`src/rtl/sonata_pkg.sv`:
```
package sonata_pkg;

    // bus and memory widths
    localparam int REG_ADDR_W   = 8;
    localparam int REG_DATA_W   = 8;
    localparam int MEM_ADDR_W   = 8;   // 256 words
    localparam int MEM_DATA_W   = 16;
    localparam int ERR_CNT_W    = 8;
    localparam int LED_W        = 8;
    localparam int STATUS_LED_W = 4;   // legacy, cheri, halted, bootok
    localparam int HEARTBEAT_W  = 25;

    // pattern generator
    localparam logic [MEM_DATA_W-1:0] LFSR_SEED = 16'hACE1;
    localparam logic [MEM_DATA_W-1:0] LFSR_TAPS = 16'h002D;

    typedef enum logic [REG_ADDR_W-1:0] {
        REG_LED_CTRL     = 8'h00,
        REG_TEST_LEDS    = 8'h01,
        REG_TEST_STATUS  = 8'h02,
        REG_SWITCHES     = 8'h03,
        REG_MT_CTRL      = 8'h04,
        REG_MT_START     = 8'h05,
        REG_MT_STOP      = 8'h06,
        REG_MT_STATUS    = 8'h07,
        REG_MT_ERRORS    = 8'h08,
        REG_MT_ERR_ADDR  = 8'h09,
        REG_MAN_ADDR     = 8'h0A,
        REG_MAN_WDATA_LO = 8'h0B,
        REG_MAN_WDATA_HI = 8'h0C
    } reg_addr_e;

    // REG_LED_CTRL
    localparam int LED_TEST_BIT  = 0;
    localparam int LED_FLASH_BIT = 1;
    localparam int LED_USER_BIT  = 2;

    // REG_MT_CTRL, start and clear are self-clearing
    localparam int MT_START_BIT  = 0;
    localparam int MT_CHECK_BIT  = 1;
    localparam int MT_LFSR_BIT   = 2;
    localparam int MT_CLEAR_BIT  = 3;
    localparam int MT_MANUAL_BIT = 4;

    // REG_MT_STATUS
    localparam int ST_PASS_BIT = 0;
    localparam int ST_FAIL_BIT = 1;
    localparam int ST_IDLE_BIT = 2;

    typedef enum logic [1:0] {
        MT_IDLE,
        MT_WRITE,
        MT_READ,
        MT_DONE
    } mt_state_e;

endpackage
```
`src/rtl/mem_rwtest.sv`:
```
module mem_rwtest import sonata_pkg::*; (
    input  logic                  mainclk_buf,
    input  logic                  rst_i,
    input  logic                  start_i,
    input  logic                  clear_i,
    input  logic                  check_only_i,
    input  logic                  lfsr_mode_i,
    input  logic                  manual_i,
    input  logic [MEM_ADDR_W-1:0] addr_start_i,
    input  logic [MEM_ADDR_W-1:0] addr_stop_i,
    input  logic                  man_we_i,
    input  logic [MEM_ADDR_W-1:0] man_addr_i,
    input  logic [MEM_DATA_W-1:0] man_wdata_i,
    input  logic [MEM_DATA_W-1:0] ram_rdata_i,
    output logic                  ram_we_o,
    output logic [MEM_ADDR_W-1:0] ram_addr_o,
    output logic [MEM_DATA_W-1:0] ram_wdata_o,
    output logic                  pass_o,
    output logic                  fail_o,
    output logic                  idle_o,
    output logic [ERR_CNT_W-1:0]  error_count_o,
    output logic [MEM_ADDR_W-1:0] error_addr_o
);

    mt_state_e             state;
    logic [MEM_ADDR_W-1:0] addr;
    logic [MEM_ADDR_W-1:0] cmp_addr;
    logic [MEM_DATA_W-1:0] lfsr;
    logic [MEM_DATA_W-1:0] cmp_lfsr;
    logic [MEM_DATA_W-1:0] pattern;
    logic [MEM_DATA_W-1:0] expected;
    logic                  cmp_valid;
    logic                  last;
    logic                  mismatch;
    logic                  manual_path;

    // shift left, fold taps back in when a one falls out
    function automatic logic [MEM_DATA_W-1:0] lfsr_step(input logic [MEM_DATA_W-1:0] w);
        logic [MEM_DATA_W-1:0] shifted;
        shifted = {w[MEM_DATA_W-2:0], 1'b0};
        return w[MEM_DATA_W-1] ? (shifted ^ LFSR_TAPS) : shifted;
    endfunction

    assign idle_o      = (state == MT_IDLE);
    assign last        = (addr == addr_stop_i);
    assign pattern     = lfsr_mode_i ? lfsr : MEM_DATA_W'(addr);
    assign expected    = lfsr_mode_i ? cmp_lfsr : MEM_DATA_W'(cmp_addr);
    assign mismatch    = cmp_valid && (ram_rdata_i != expected);

    // host owns the ram port only in manual mode while idle
    assign manual_path = idle_o && manual_i;
    assign ram_we_o    = manual_path ? man_we_i : (state == MT_WRITE);
    assign ram_addr_o  = manual_path ? man_addr_i : addr;
    assign ram_wdata_o = manual_path ? man_wdata_i : pattern;

    always_ff @(posedge mainclk_buf) begin
        if (rst_i) begin
            state  <= MT_IDLE;
            addr   <= '0;
            lfsr   <= LFSR_SEED;
            pass_o <= 1'b0;
            fail_o <= 1'b0;
        end else begin
            case (state)
                MT_IDLE: begin
                    if (start_i) begin
                        addr   <= addr_start_i;
                        lfsr   <= LFSR_SEED;
                        pass_o <= 1'b0;
                        if (addr_stop_i < addr_start_i) begin
                            state <= MT_DONE;   // empty range
                        end else if (check_only_i) begin
                            state <= MT_READ;
                        end else begin
                            state <= MT_WRITE;
                        end
                    end
                end
                MT_WRITE: begin
                    if (last) begin
                        state <= MT_READ;
                        addr  <= addr_start_i;
                    end else begin
                        addr <= addr + 1'b1;
                        lfsr <= lfsr_step(lfsr);
                    end
                end
                MT_READ: begin
                    if (last) begin
                        state <= MT_DONE;
                    end else begin
                        addr <= addr + 1'b1;
                    end
                end
                MT_DONE: begin
                    // final compare lands in this cycle
                    state  <= MT_IDLE;
                    pass_o <= (error_count_o == '0) && !mismatch;
                    if ((error_count_o != '0) || mismatch) begin
                        fail_o <= 1'b1;
                    end
                end
                default: state <= MT_IDLE;
            endcase
            if (clear_i) begin
                fail_o <= 1'b0;
            end
        end
    end

    always_ff @(posedge mainclk_buf) begin
        cmp_addr <= addr;   // address of the word now in flight
    end

    // compare stage, second lfsr one cycle behind the reads
    always_ff @(posedge mainclk_buf) begin
        if (rst_i) begin
            cmp_valid     <= 1'b0;
            cmp_lfsr      <= LFSR_SEED;
            error_count_o <= '0;
            error_addr_o  <= '0;
        end else begin
            cmp_valid <= (state == MT_READ);
            cmp_lfsr  <= cmp_valid ? lfsr_step(cmp_lfsr) : LFSR_SEED;
            if (idle_o && start_i) begin
                error_count_o <= '0;
                error_addr_o  <= '0;
            end else if (mismatch) begin
                if (error_count_o == '0) begin
                    error_addr_o <= cmp_addr;   // first error only
                end
                if (error_count_o != '1) begin
                    error_count_o <= error_count_o + 1'b1;   // saturate
                end
            end
        end
    end

endmodule

```
`config.mk`:
```
export PLATFORM = sky130hd
export DESIGN_NAME = mem_rwtest
export DESIGN_NICKNAME = d
export VERILOG_FILES = /design/src/rtl/sonata_pkg.sv /design/src/rtl/mem_rwtest.sv
export SDC_FILE = /design/constraint.sdc
export NUM_CORES = 1
export LEC_CHECK = 0
export BUFFER_PORTS_ARGS = -buffer_cell sky130_fd_sc_hd__buf_2
export CAP_MARGIN = 0
export CORE_MARGIN = 2
export CORE_UTILIZATION = 53
export CTS_BUF_LIST = sky130_fd_sc_hd__clkbuf_4 sky130_fd_sc_hd__clkbuf_8 sky130_fd_sc_hd__clkbuf_16
export DETAILED_ROUTE_END_ITERATION = 16
export PLACE_DENSITY = 0.84
export SLEW_MARGIN = 20
export SYNTH_ARGS = -nofsm -noshare
export SYNTH_HDL_FRONTEND = slang
export SYNTH_SLANG_ARGS = --single-unit
```
`constraint.sdc`:
```
create_clock -name mainclk_buf -period 2.3 [get_ports mainclk_buf]
set_input_delay 0.345 -clock mainclk_buf [delete_from_list [all_inputs] [get_ports mainclk_buf]]
set_output_delay 0.345 -clock mainclk_buf [all_outputs]
set_load 0.02 [all_outputs]
```
Yosys cells after proc, flatten, opt, wreduce, memory -nomap -nowiden --
Index checks and enable logic that the tools add are counted.
Cells by class: multiplexer cells 22, equality and inequality tests 11, add/subtract/negate cells 2, reduce and logical (&&, ||, !) cells 22, bitwise gates (word level) 3, $lt $le $gt $ge 1
Operator list (count):
- $mux W16 | 5
- $mux W8 | 4
- $pmux W16 S2 | 1
- $pmux W8 S3 | 1
- $add A8 B1 Y8 const B | 2
- $ne A16 B16 Y1 | 1
- $mux W6 | 2
- $mux W2 | 5
- $ne A2 B2 Y1 const B | 5
- $reduce_and A3 Y1 | 3
- $eq A8 B8 Y1 | 1
- $logic_not A8 Y1 | 1
- $lt A8 B8 Y1 | 1
- $ne A8 B8 Y1 const B | 1
- $not A4 Y4 | 2
- $pmux W2 S4 | 1
- $reduce_and A2 Y1 | 4
- $reduce_bool A8 Y1 | 1
- $reduce_or A2 Y1 | 3
- $eq A2 B2 Y1 const B | 2
- $logic_and A1 B1 Y1 | 4
- $reduce_bool A2 Y1 | 2
- $reduce_bool A3 Y1 | 1
- $eq A2 B1 Y1 const B | 1
- 6 further kinds | 7
Storage, ports and cells: bits in registers 69, logic and storage cells 71

Logic depth before layout (Yosys ltp) --
Gate-level depths: netlist (run 1).
depth after elaboration 6, mapped depth 10, depth with buffers taken out 8

Worst setup path after synthesis (run 1) --
OpenSTA, ideal clock, no wires.
kind register -> output, start point register state[0], end point output ram_wdata_o[5], arrival time 1885 ps, path buffers 3, required time 1955 ps, path slack 70 ps, cell stages (with the launch flop) 8, cell sequence dfxtp_1 inv_1 ha_1 clkbuf_1 and2_1 clkbuf_1 clkbuf_1 o21ai_0
Between the ends: word-level cells in the longest chain between the ends 3
RTL lines:
- from (decl) | RTL line mem_rwtest.sv:25 | mt_state_e state;
- from (signal assigned) | RTL line mem_rwtest.sv:58 | state <= MT_IDLE;
- from (signal assigned) | RTL line mem_rwtest.sv:71 | state <= MT_DONE;
- from (signal assigned) | RTL line mem_rwtest.sv:73 | state <= MT_READ;
- $logic_not A2 Y1 | RTL line mem_rwtest.sv:44 | assign idle_o = (state == MT_IDLE);
- net idle_o | RTL line mem_rwtest.sv:20 | output logic idle_o,
- $logic_and A1 B1 Y1 | RTL line mem_rwtest.sv:51 | assign manual_path = idle_o && manual_i;
- $mux W16 | RTL line mem_rwtest.sv:54 | assign ram_wdata_o = manual_path ? man_wdata_i : pattern;
- to (decl) | RTL line mem_rwtest.sv:17 | output logic [MEM_DATA_W-1:0] ram_wdata_o,
The timed path passes the listed nets, and every way through them passes these cells.

Final worst setup path (run 1) --
start point register state[1], end point output ram_wdata_o[6]
Between the ends: word-level cells in the longest chain between the ends 3
RTL lines (RTL line):
- $logic_not A2 Y1 | mem_rwtest.sv:44
- $logic_and A1 B1 Y1 | mem_rwtest.sv:51
- $mux W16 | mem_rwtest.sv:54
Every way passes these cells.

==> results of run 1 <==
[how the worst min path moves through the flow]
stage / end / slack, ns / cells after the start
after floorplan: cmp_addr[2] / 0.33 / 0
after global placement: cmp_lfsr[13] / 0.42 / 2
after detailed placement: cmp_lfsr[7] / 0.43 / 2
after CTS: fail_o / 0.19 / 2
after global routing: fail_o / 0.18 / 2
final: fail_o / 0.19 / 2
[state kept, by name (all words and copies together), names as in the netlist]
register	flops
cmp_lfsr	16
lfsr	16
addr	8
cmp_addr	8
error_addr_o	8
error_count_o	8
state	2
cmp_valid	1
fail_o	1
pass_o	1
[what timing repair did]
item	4_1_cts	5_1_grt
endpoints found under the setup margin	4	22
gates resized for setup	1	3
cloned	0	0
[cell type report]
cell class | count | area (um2) | area share [%]
inverters | 25 | 93.8 | 1.94
well taps | 99 | 124 | 2.57
clock inverters | 7 | 138 | 2.85
clock buffers | 9 | 124 | 2.57
repair buffers | 122 | 656 | 13.6
flip-flops and latches | 69 | 1380 | 28.6
multi-input cells | 365 | 2310 | 47.9
[kinds of logic (layout without fill, tap and decap cells)]
logic type,after synthesis,after routing,share of synthesized area (%)
fa+ha+maj,15,15,4.77
compound gates,111,111,19.9
xor+xnor,28,28,6.23
flops,69,69,35.1
mux,16,16,4.07
buf+inv,55,163,6.30
simple gates,195,195,23.6
[power groups by stage]
stage	logic, mW	clock network (mW)	registers (mW)
after floorplan	1.59	0	1.60
after global placement	2.15	0	1.70
after detailed placement	2.20	0	1.71
after CTS	2.23	1.29	1.68
after global routing	2.46	1.35	1.71
final	2.25	1.29	1.68
[metal layers]
metal  track usage, %  part of all wire (%)  vias to the layer above
li1                 -                     -                     1911
met1             32.1                    41                     1789
met2             43.0                    49                      182
met3             4.44                   8.3                       17
met4             10.4                   1.9                        0
met5                0                     0                        -
[layout by cell type (no fill, tap or decap), types with 11 or more instances in the layout]
| master | Yosys | routed |
|---|---|---|
| a21oi_1 | 12 | 12 |
| dfxtp_1 | 69 | 69 |
| buf_4 | 2 | 14 |
| nor2_1 | 31 | 31 |
| ha_1 | 15 | 14 |
| nand2_1 | 88 | 87 |
| o22ai_1 | 11 | 11 |
| xnor2_1 | 19 | 19 |
| nand3_1 | 26 | 26 |
| buf_2 | 5 | 107 |
| o21ai_0 | 29 | 29 |
| nand2b_1 | 16 | 16 |
| inv_1 | 25 | 25 |
| mux2i_1 | 16 | 16 |
[cell usage after synthesis, types with 2 or more instances]
master,instances
buf_4,2
nand3_1,26
xor2_1,9
o21ai_1,2
o221ai_1,3
nand4_1,4
o32ai_1,2
clkbuf_1,18
nand2b_1,16
a211oi_1,7
a21oi_1,12
o31ai_1,2
a31o_2,3
o2111ai_1,3
nand4b_1,3
mux2i_1,16
o21a_1,3
xnor2_1,19
o21ai_0,29
a31oi_1,2
nor2_1,31
and3_1,7
a22o_1,3
nand3_2,2
ha_1,15
nor2b_1,3
a21o_1,3
and2_1,7
a221oi_1,3
buf_2,5
o21ai_2,3
a22oi_1,9
dfxtp_1,69
nand2_1,88
buf_6,2
inv_1,25
o22ai_1,11
nor3_1,2
[worst max-delay path: cells and delay by family (launching register included)]
| kind | cells | cell delay (ns) |
|---|---|---|
| buffers and inverters | 3 | 0.51 |
| DFF | 1 | 0.33 |
| adders and majority gates | 1 | 0.29 |
| and+or+nand+nor | 2 | 0.26 |
| AOI/OAI and AO/OA | 1 | 0.08 |
==> results by group, run 1 <==
Floorplanning
  • Number of top-level pins: approximately 110
  • Starting Density: a little over half
  • Core area: 7210 um2
  • Die Width: 90.2 um
  • Std-Cell Rows: 31
  • Die Y: 90.2 um
  • Die area: a little over 8000 um2

Routing
  • DR iter-0 viols: 175
  • Routed wire length: 10,300 um
  • DR pass1 iterations: 5
  • Via count: 3,899
  • DRC viols: 0
  • DRT antenna net count: 0
  • Routed len/inst: between 10 and 15 um
  • Via/cell ratio: 5.60

STA
  • Setup tns final: 0 ns
  • Hold slack: 0.192 ns
  • Slew @ Worst Pin: about 0.85 ns
  • Max Clk Rate: 0.463 GHz
  • Relative slew slack: 43.1%
  • Hold Vio Cnt, Final: 0
  • Post-layout minimum cycle time: 2.16 ns
  • RSZ-0062 raised after global routing: no
  • Period utilisation layout: between 90% and 100%
  • Max Slew Vio Count: 0
  • Clock Skew: between 0.01 and 0.015 ns
  • Final Setup Violations: 0
  • Final worst setup slack: 0.142 ns

Power and ir drop
  • Overall Power: between 5 and 6 mW
  • Sw frac: 40.3%
  • Leakage Power: around 2.2 nW
  • Cell Pwr Density: roughly 1100 nW/um2
  • Maximum VDD drop: 563 uV
  • Cell-internal power: 3.12 mW
  • Clock share of power: roughly 25%
  • Sw Pwr: 2.10 mW
  • Reg power frac: 32.3%
  • Gate power share: 43.1%

Critical path
  • Worst setup SP type: flop
  • Critical-path cell list: inv_1, ha_2, and2_1, buf_8, nand2_1, o21ai_0, buf_2
  • Critical Path Sink: ram_wdata_o[6]
  • Worst EP required: 1.96 ns
  • Cells on worst reg2reg path: 9
  • Reg-to-reg setup timing slack: 0.38 ns
  • Critical path type: reg -> out
  • CP arrival: 1.81 ns
  • Reg2reg start: addr[6]
  • Worst setup startpoint: state[1]
  • Crit path max-delay cell type: dfxtp_1
  • Critical path's largest stage delay: between 0.3 and 0.4 ns
  • Crit-path max FO: 35
  • CP endpoint kind: output pin
  • RR Endpoint: addr[5]

Global routing
  • Global-route wire length before repair: 16,800 um
  • Number of global-route vias before repair: 3,624
  • Tot GR Track Use: 25.4%
  • Remaining global-route overflow: 0
  • Largest net degree at the start of global routing: 36
  • Initial antenna violation count: 0

Outcome
  • Status: finished, final reports clean

CTS
  • Cts hold-fix bufs: 0
  • Clk sinks: 69
  • Clock Path Buffers: 2
  • Clock-pin slew on the worst setup and hold paths: around 0.07 ns
  • Setup bufs post-CTS: 0
  • Root buf cell: clkbuf_8
  • TritonCTS clock tree: built
  • Clock Latency Late Sink: 0.35 ns
  • Num CTS Buffers: 9
  • H-tree lvl count: 3

Cells and area
  • Area Growth Syn to Fin: 22.7%
  • Fillers: roughly 620
  • Layout Utilization: approximately two thirds
  • Ant diodes: 0
  • Final nets: about 670
  • Fin cells: 696
  • Post-route design area: 4830 um2
  • Share of post-route cells with drive strength above 1: 26.0%

Min path
  • Worst hold path type: in -> reg
  • Hold Crit Start: clear_i

Logic synthesis
  • Number of synthesized register bits: 69
  • Main flop type after synthesis: dfxtp_1
  • Unique masters post-synth: 58
  • Synth warn: 0
  • Post-synth EDFFs: 0
  • Synth area leader: dfxtp_1
  • Post-Synthesis Cells: 489
  • Syn avg cell area: 8.05 um2
  • Post-Syn Nets: 568
  • Sequential area share after synthesis: 35.1%
  • Post-synthesis cell area: 3940 um2
  • Top-area cell type share of the netlist area: 35.1%
  • Post-synthesis async set-or-reset flop share: 0%
  • Synth top area cells: dfxtp_1 (35%), nand2_1 (8.4%), ha_1 (4.8%)

Placed design
  • Final HPWL DP: 7750 um
  • # placed instances: 680
  • PortBufs: 107
  • Worst setup slack after placement: between 0.1 and 0.15 ns
  • Placer Congestion: roughly 0.9
  • Cell Area, Placed: 4550 um2

Run
  • Max-Cap Viols: 0
Power figures use the tool's default switching activity.
==> inputs of run 2 (changes only) <==
--- a/config.mk
+++ b/config.mk
@@ -6,12 +6,13 @@
 export NUM_CORES = 1
 export LEC_CHECK = 0
 export BUFFER_PORTS_ARGS = -buffer_cell sky130_fd_sc_hd__buf_2
-export CAP_MARGIN = 0
+export CELL_PAD_IN_SITES_DETAIL_PLACEMENT = 2
+export CELL_PAD_IN_SITES_GLOBAL_PLACEMENT = 2
 export CORE_MARGIN = 2
-export CORE_UTILIZATION = 53
+export CORE_UTILIZATION = 30
 export CTS_BUF_LIST = sky130_fd_sc_hd__clkbuf_4 sky130_fd_sc_hd__clkbuf_8 sky130_fd_sc_hd__clkbuf_16
 export DETAILED_ROUTE_END_ITERATION = 16
-export PLACE_DENSITY = 0.84
+export PLACE_DENSITY = 0.83
 export SLEW_MARGIN = 20
 export SYNTH_ARGS = -nofsm -noshare
 export SYNTH_HDL_FRONTEND = slang
==> run 2 against run 1 <==
Net effect:
- global-route usage decreased by 4.2 points
- combinational power increased by 11%
- design area increased by 3.8%
- register-to-register slack got worse by 0.10 ns
- clock skew decreased by 0.0025 ns
- flip-flop and latch count unchanged
- utilization decreased by 28 points
- worst hold slack improved by 0.0086 ns
- count of clock-buffer cells in the layout increased by 3
- sequential share of layout area decreased by 1.0 points
- critical endpoint is now ram_wdata_o[14]
==> results by group, run 2 (synthesized netlist as in run 1, its figures left out) <==
CTS
  • Clock Latency Late Sink: 0.34 ns (about the same)
  • H-tree lvl count: 3 (unchanged)
  • Resized cells post-CTS: 2 (+1)
  • Clock-pin slew on the worst setup and hold paths: 0.06 ns (about the same)
  • Clk sinks: 69 (unchanged)
  • Setup bufs post-CTS: 0 (unchanged)
  • Clock Path Buffers: 2 (unchanged)
  • Num CTS Buffers: 9 (unchanged)
  • Root buf cell: clkbuf_16
  • Cts hold-fix bufs: 0 (unchanged)
  • TritonCTS clock tree: built

Power and ir drop
  • Overall Power: 5.49 mW (+5.2%)
  • Maximum VDD drop: 381 uV (-32%)
  • Leakage Power: 2.27 nW (+2.3%)
  • Cell Pwr Density: 1100 nW/um2 (+1.4%)

STA
  • Clock Skew: 0.00746 ns (-0.00255 ns)
  • Final Setup Violations: 0 (unchanged)
  • Post-layout minimum cycle time: 2.21 ns (+0.0564 ns)
  • Hold Vio Cnt, Final: 0 (unchanged)
  • Max Slew Vio Count: 0 (unchanged)
  • Relative slew slack: 70.1% (+27 points)
  • Max Clk Rate: 0.452 GHz (-2.5%)
  • Period utilisation layout: 96.3% (+2.5 points)
  • Slew @ Worst Pin: 0.449 ns (-0.402 ns)
  • Setup tns final: 0 ns (unchanged)
  • RSZ-0062 raised after global routing: no

Placed design
  • Final HPWL DP: 11,100 um (+43%)
  • PortBufs: 107 (unchanged)
  • Placer Congestion: 0.841 (-4.6%)

Cells and area
  • Leading cell types in the layout, fill and taps excluded: buf_2 (107), nand2_1 (88), dfxtp_1 (69), nor2_1 (31), o21ai_0 (29)
  • Area Growth Syn to Fin: 27.3%
  • Biggest regs: cmp_lfsr x16, lfsr x16
  • Most common cell after layout, fill and taps aside: buf_2
  • Final nets: 678 (+1.0%)
  • Ant diodes: 0 (unchanged)
  • Share of post-route cells with drive strength above 1: 26.7% (+0.69 points)

Critical path
  • Worst setup SP type: flop
  • CP endpoint kind: output pin
  • Critical path type: reg -> out
  • Crit-path max FO: 15 (-57%)
  • Worst EP required: 1.96 ns (about the same)
  • CP arrival: 1.87 ns (+0.06 ns)

Floorplanning
  • Number of top-level pins: 108 (unchanged)
  • Std-Cell Rows: 41 (+32%)
  • Core area: 12,700 um2 (+76%)
  • Die Y: 119 um (+31%)
  • Die area: 14,000 um2 (+73%)
  • Die Width: 119 um (+31%)
  • Starting Density: 30.9% (-24 points)

Min path
  • Worst hold path type: in -> reg

Routing
  • Routed wire length: 14,700 um (+42%)
  • Via count: 4,029 (+3.3%)
  • DRT antenna net count: 0 (unchanged)
  • Routed len/inst: 18.9 um (+27%)
  • DRC viols: 0 (unchanged)
  • DR iter-0 viols: 239 (+37%)
  • DR pass1 iterations: 4 (-1)
  • Via/cell ratio: 5.19 (-7.3%)

Global routing
  • Number of global-route vias before repair: 4,520 (+25%)
  • Remaining global-route overflow: 0 (unchanged)
  • Largest net degree at the start of global routing: 24 (-33%)
  • Initial antenna violation count: 0 (unchanged)
  • Global-route wire length before repair: 23,700 um (+41%)
  • Tot GR Track Use: 21.2% (-4.2 points)

Run
  • Max-Cap Viols: 0 (unchanged)

Outcome
  • Status: finished, final reports clean
[run 2: cell types whose count changed in the layout (fill, tap and decap cells not counted), sizes merged]
cell    previous run  this run
clkbuf             9        12
buf              122       129
clkinv             2         3
bufinv             4         0
[run 2: report_power, final]
| group | leakage, nW | total, mW | switching (mW) | internal (mW) |
|---|---|---|---|---|
| Clock | 0.142 | 1.33 | 0.536 | 0.795 |
| Combinational | 1.57 | 2.50 | 1.59 | 0.909 |
| Sequential | 0.562 | 1.66 | 0.233 | 1.43 |
| Total | 2.27 | 5.49 | 2.36 | 3.13 |
[run 2: path summary, 6_finish.rpt]
path / start / endpoint / slack, ns / cells past startpoint
max reg2reg: state[1] / lfsr[5] / 0.28 / 8
min: clear_i / fail_o / 0.20 / 2
max: state[1] / ram_wdata_o[14] / 0.09 / 8
min reg2reg: cmp_lfsr[14] / cmp_lfsr[15] / 0.45 / 2
[run 2: through the flow]
stage | instances | worst slack (ns) | hold WS, ns | util, % | cell area, um2
CTS | 776 | 0.0389 | 0.205 | 39.3 | 5000
global route | 776 | 0.00597 | 0.210 | 39.4 | 5010
floorplan | 489 | 0.0698 | 0.326 | - | 3940
finish | 776 | 0.0854 | 0.200 | 39.4 | 5010
global placement | 760 | 0.206 | 0.437 | 37.0 | 4710
detailed placement | 760 | 0.0130 | 0.442 | 37.0 | 4710
[run 2: worst max-delay path, cell delays in order (launching register included)]
cell and delay [ns]:
dfxtp_1 0.38, inv_1 0.13, ha_4 0.21, buf_4 0.17, nand2_1 0.07, buf_4 0.20, nand3_1 0.13, nand2_1 0.09
buf_2 0.16
[run 2: final cells by class]
class / instances / area, um2
Multi-Input combinational cell: 365 / 2320
Sequential cell: 69 / 1380
Timing Repair Buffer: 129 / 717
Clock buffer: 12 / 260
Clock inverter: 4 / 22.5
Tap cell: 172 / 215
Inverter: 25 / 93.8
Fill cell: 1487 / 7710
[run 2: layer usage]
metal,wire length (um),global-route usage (%),up-vias
met5,0,0,-
li1,-,-,1919
met1,6280,25.6,1999
met4,245,6.55,0
met3,565,3.09,17
met2,7560,38.6,94
==> inputs of run 3 (changes only) <==
--- a/config.mk
+++ b/config.mk
@@ -8,7 +8,7 @@
 export BUFFER_PORTS_ARGS = -buffer_cell sky130_fd_sc_hd__buf_2
 export CELL_PAD_IN_SITES_DETAIL_PLACEMENT = 2
 export CELL_PAD_IN_SITES_GLOBAL_PLACEMENT = 2
-export CORE_MARGIN = 2
+export CORE_MARGIN = 4
 export CORE_UTILIZATION = 30
 export CTS_BUF_LIST = sky130_fd_sc_hd__clkbuf_4 sky130_fd_sc_hd__clkbuf_8 sky130_fd_sc_hd__clkbuf_16
 export DETAILED_ROUTE_END_ITERATION = 16
==> run 3 against run 2 <==
Net effect:
- sequential power about the same
- routed wire length grew 1.9%
- final cell count up 0.26%
- via count fell by 0.65%
- register-to-register slack got worse by 0.02 ns
- clock power is 5% higher
- largest power group unchanged
- highest routed layer unchanged
==> results by group, run 3 (synthesized netlist as in run 1, its figures left out) <==
Critical path
  • Worst setup SP type: flop
  • Crit path max-delay cell type: dfxtp_1
  • Crit-path max FO: 17 (+2)
  • Reg-to-reg setup timing slack: 0.26 ns (-0.02 ns)
  • Critical-path cell list: inv_1, ha_4, and2_1, buf_4, nand2_1, o21ai_1, buf_2
  • CP endpoint kind: output pin
  • Critical path's largest stage delay: 0.32 ns (-0.06 ns)
  • Worst EP required: 1.96 ns (about the same)
  • CP arrival: 1.83 ns (-0.04 ns)
  • Critical path type: reg -> out

STA
  • RSZ-0062 raised after global routing: no
  • Final worst setup slack: 0.124 ns (+0.0383 ns)
  • Final Setup Violations: 0 (unchanged)
  • Relative slew slack: 70.8% (+0.67 points)
  • Clock Skew: 0.00907 ns (+0.00161 ns)
  • Post-layout minimum cycle time: 2.18 ns (-0.0383 ns)
  • Hold Vio Cnt, Final: 0 (unchanged)
  • Slew @ Worst Pin: 0.432 ns (-0.0169 ns)
  • Setup tns final: 0 ns (unchanged)
  • Max Clk Rate: 0.460 GHz (+1.8%)
  • Max Slew Vio Count: 0 (unchanged)
  • Hold slack: 0.213 ns (+0.0125 ns)
  • Period utilisation layout: 94.6% (-1.7 points)

Global routing
  • Tot GR Track Use: 20.5% (-0.68 points)
  • Remaining global-route overflow: 0 (unchanged)
  • Number of global-route vias before repair: 4,538 (+0.40%)
  • Global-route wire length before repair: 24,100 um (+1.7%)
  • Initial antenna violation count: 0 (unchanged)
  • Largest net degree at the start of global routing: 24 (unchanged)

Routing
  • DR iter-0 viols: 214 (-10%)
  • Via/cell ratio: 5.15 (-0.90%)
  • DRC viols: 0 (unchanged)
  • Routed wire length: 14,900 um (+1.9%)
  • Via count: 4,003 (-0.65%)
  • DRT antenna net count: 0 (unchanged)
  • Routed len/inst: 19.2 um (+1.6%)
  • DR pass1 iterations: 4 (unchanged)

Cells and area
  • Most common cell after layout, fill and taps aside: buf_2
  • Ant diodes: 0 (unchanged)
  • Leading cell types in the layout, fill and taps excluded: buf_2 (107), nand2_1 (88), dfxtp_1 (69), nor2_1 (31), o21ai_0 (28)
  • Layout Utilization: 39.5% (+0.15 points)
  • Area Growth Syn to Fin: 27.8%
  • Final nets: 680 (+0.29%)
  • Share of post-route cells with drive strength above 1: 27.1% (+0.41 points)
  • Biggest regs: cmp_lfsr x16, lfsr x16

CTS
  • Clock Path Buffers: 2 (unchanged)
  • Num CTS Buffers: 9 (unchanged)
  • H-tree lvl count: 3 (unchanged)
  • Clock Latency Late Sink: 0.34 ns (about the same)
  • TritonCTS clock tree: built
  • Setup bufs post-CTS: 0 (unchanged)
  • Root buf cell: clkbuf_16
  • Clock-pin slew on the worst setup and hold paths: 0.06 ns (about the same)
  • Clk sinks: 69 (unchanged)

Power and ir drop
  • Clock share of power: 25.1% (+0.9 points)
  • Reg power frac: 29.8% (-0.4 points)
  • Cell Pwr Density: 1110 nW/um2 (+1.3%)
  • Maximum VDD drop: 437 uV (+15%)
  • Gate power share: 45.1% (-0.4 points)
  • Cell-internal power: 3.24 mW (+3.5%)
  • Sw frac: 42.0% (-0.97 points)
  • Leakage Power: 2.29 nW (+0.75%)
  • Sw Pwr: 2.35 mW (-0.56%)

Outcome
  • Status: finished, final reports clean

Placed design
  • Final HPWL DP: 11,100 um (+0.55%)
  • Placer Congestion: 0.834 (-0.82%)
  • PortBufs: 107 (unchanged)
  • Worst setup slack after placement: 0.0568 ns (+0.0439 ns)

Floorplanning
  • Std-Cell Rows: 41 (unchanged)
  • Die Width: 123 um (+3.4%)
  • Number of top-level pins: 108 (unchanged)
  • Starting Density: 30.9% (unchanged)
  • Core area: 12,700 um2 (unchanged)
  • Die Y: 123 um (+3.4%)
  • Die area: 15,000 um2 (+6.9%)

Min path
  • Worst hold path type: in -> reg

Run
  • Max-Cap Viols: 0 (unchanged)
## run 3: per-layer routing
layer / GRT usage (%) / part of all wire (%) / vias to the layer above
li1: - / - / 1928
met1: 25.3 / 43 / 1959
met2: 36.7 / 51 / 99
met3: 3.18 / 4.1 / 17
met4: 6.30 / 1.2 / 0
met5: 0 / 0 / -
## run 3: cell type report
cell class	count	area (um2)
Inverter	25	93.8
Timing Repair Buffer	131	716
Tap cell	172	215
Multi-Input combinational cell	365	2320
Clock buffer	16	303
Sequential cell	69	1380
Fill cell	1503	7690
## run 3: power by group through the flow
stage | logic (mW) | clock network [mW] | registers [mW]
5_1_grt | 2.78 | 1.48 | 1.70
4_1_cts | 2.52 | 1.42 | 1.66
3_3_place_gp | 2.35 | 0 | 1.68
6_report | 2.52 | 1.40 | 1.67
2_1_floorplan | 1.59 | 0 | 1.60
3_5_place_dp | 2.46 | 0 | 1.68
## run 3: worst max-delay path: cells and delay by family, from the launching register on
| family | cells | cell delay [ns] |
|---|---|---|
| buf+inv | 3 | 0.60 |
| flops | 1 | 0.32 |
| simple gates | 2 | 0.24 |
| compound gates | 1 | 0.12 |
| fa+ha+maj | 1 | 0.21 |
## run 3: what timing repair did
item                                    CTS  global route
hold buffers                              0             0
resized for setup                         2             2
pin swaps                                 0             0
endpoints found under the setup margin    2             9
## run 3: path summary, 6_finish.rpt
check / start / to / cells after the start
hold / removal: clear_i / fail_o / 2
hold reg to reg: error_addr_o[0] / error_addr_o[0] / 2
setup reg to reg: state[1] / state[0] / 7
setup / recovery: state[1] / ram_addr_o[5] / 7
## run 3: metrics by stage
| step | total power, mW | cell area, um2 | instances |
|---|---|---|---|
| final | 5.59 | 5030 | 778 |
| after global routing | 5.95 | 5030 | 778 |
| after CTS | 5.61 | 5020 | 778 |
| after detailed placement | 4.14 | 4710 | 762 |
| after global placement | 4.03 | 4710 | 762 |
| after floorplan | 3.19 | 3940 | 489 |
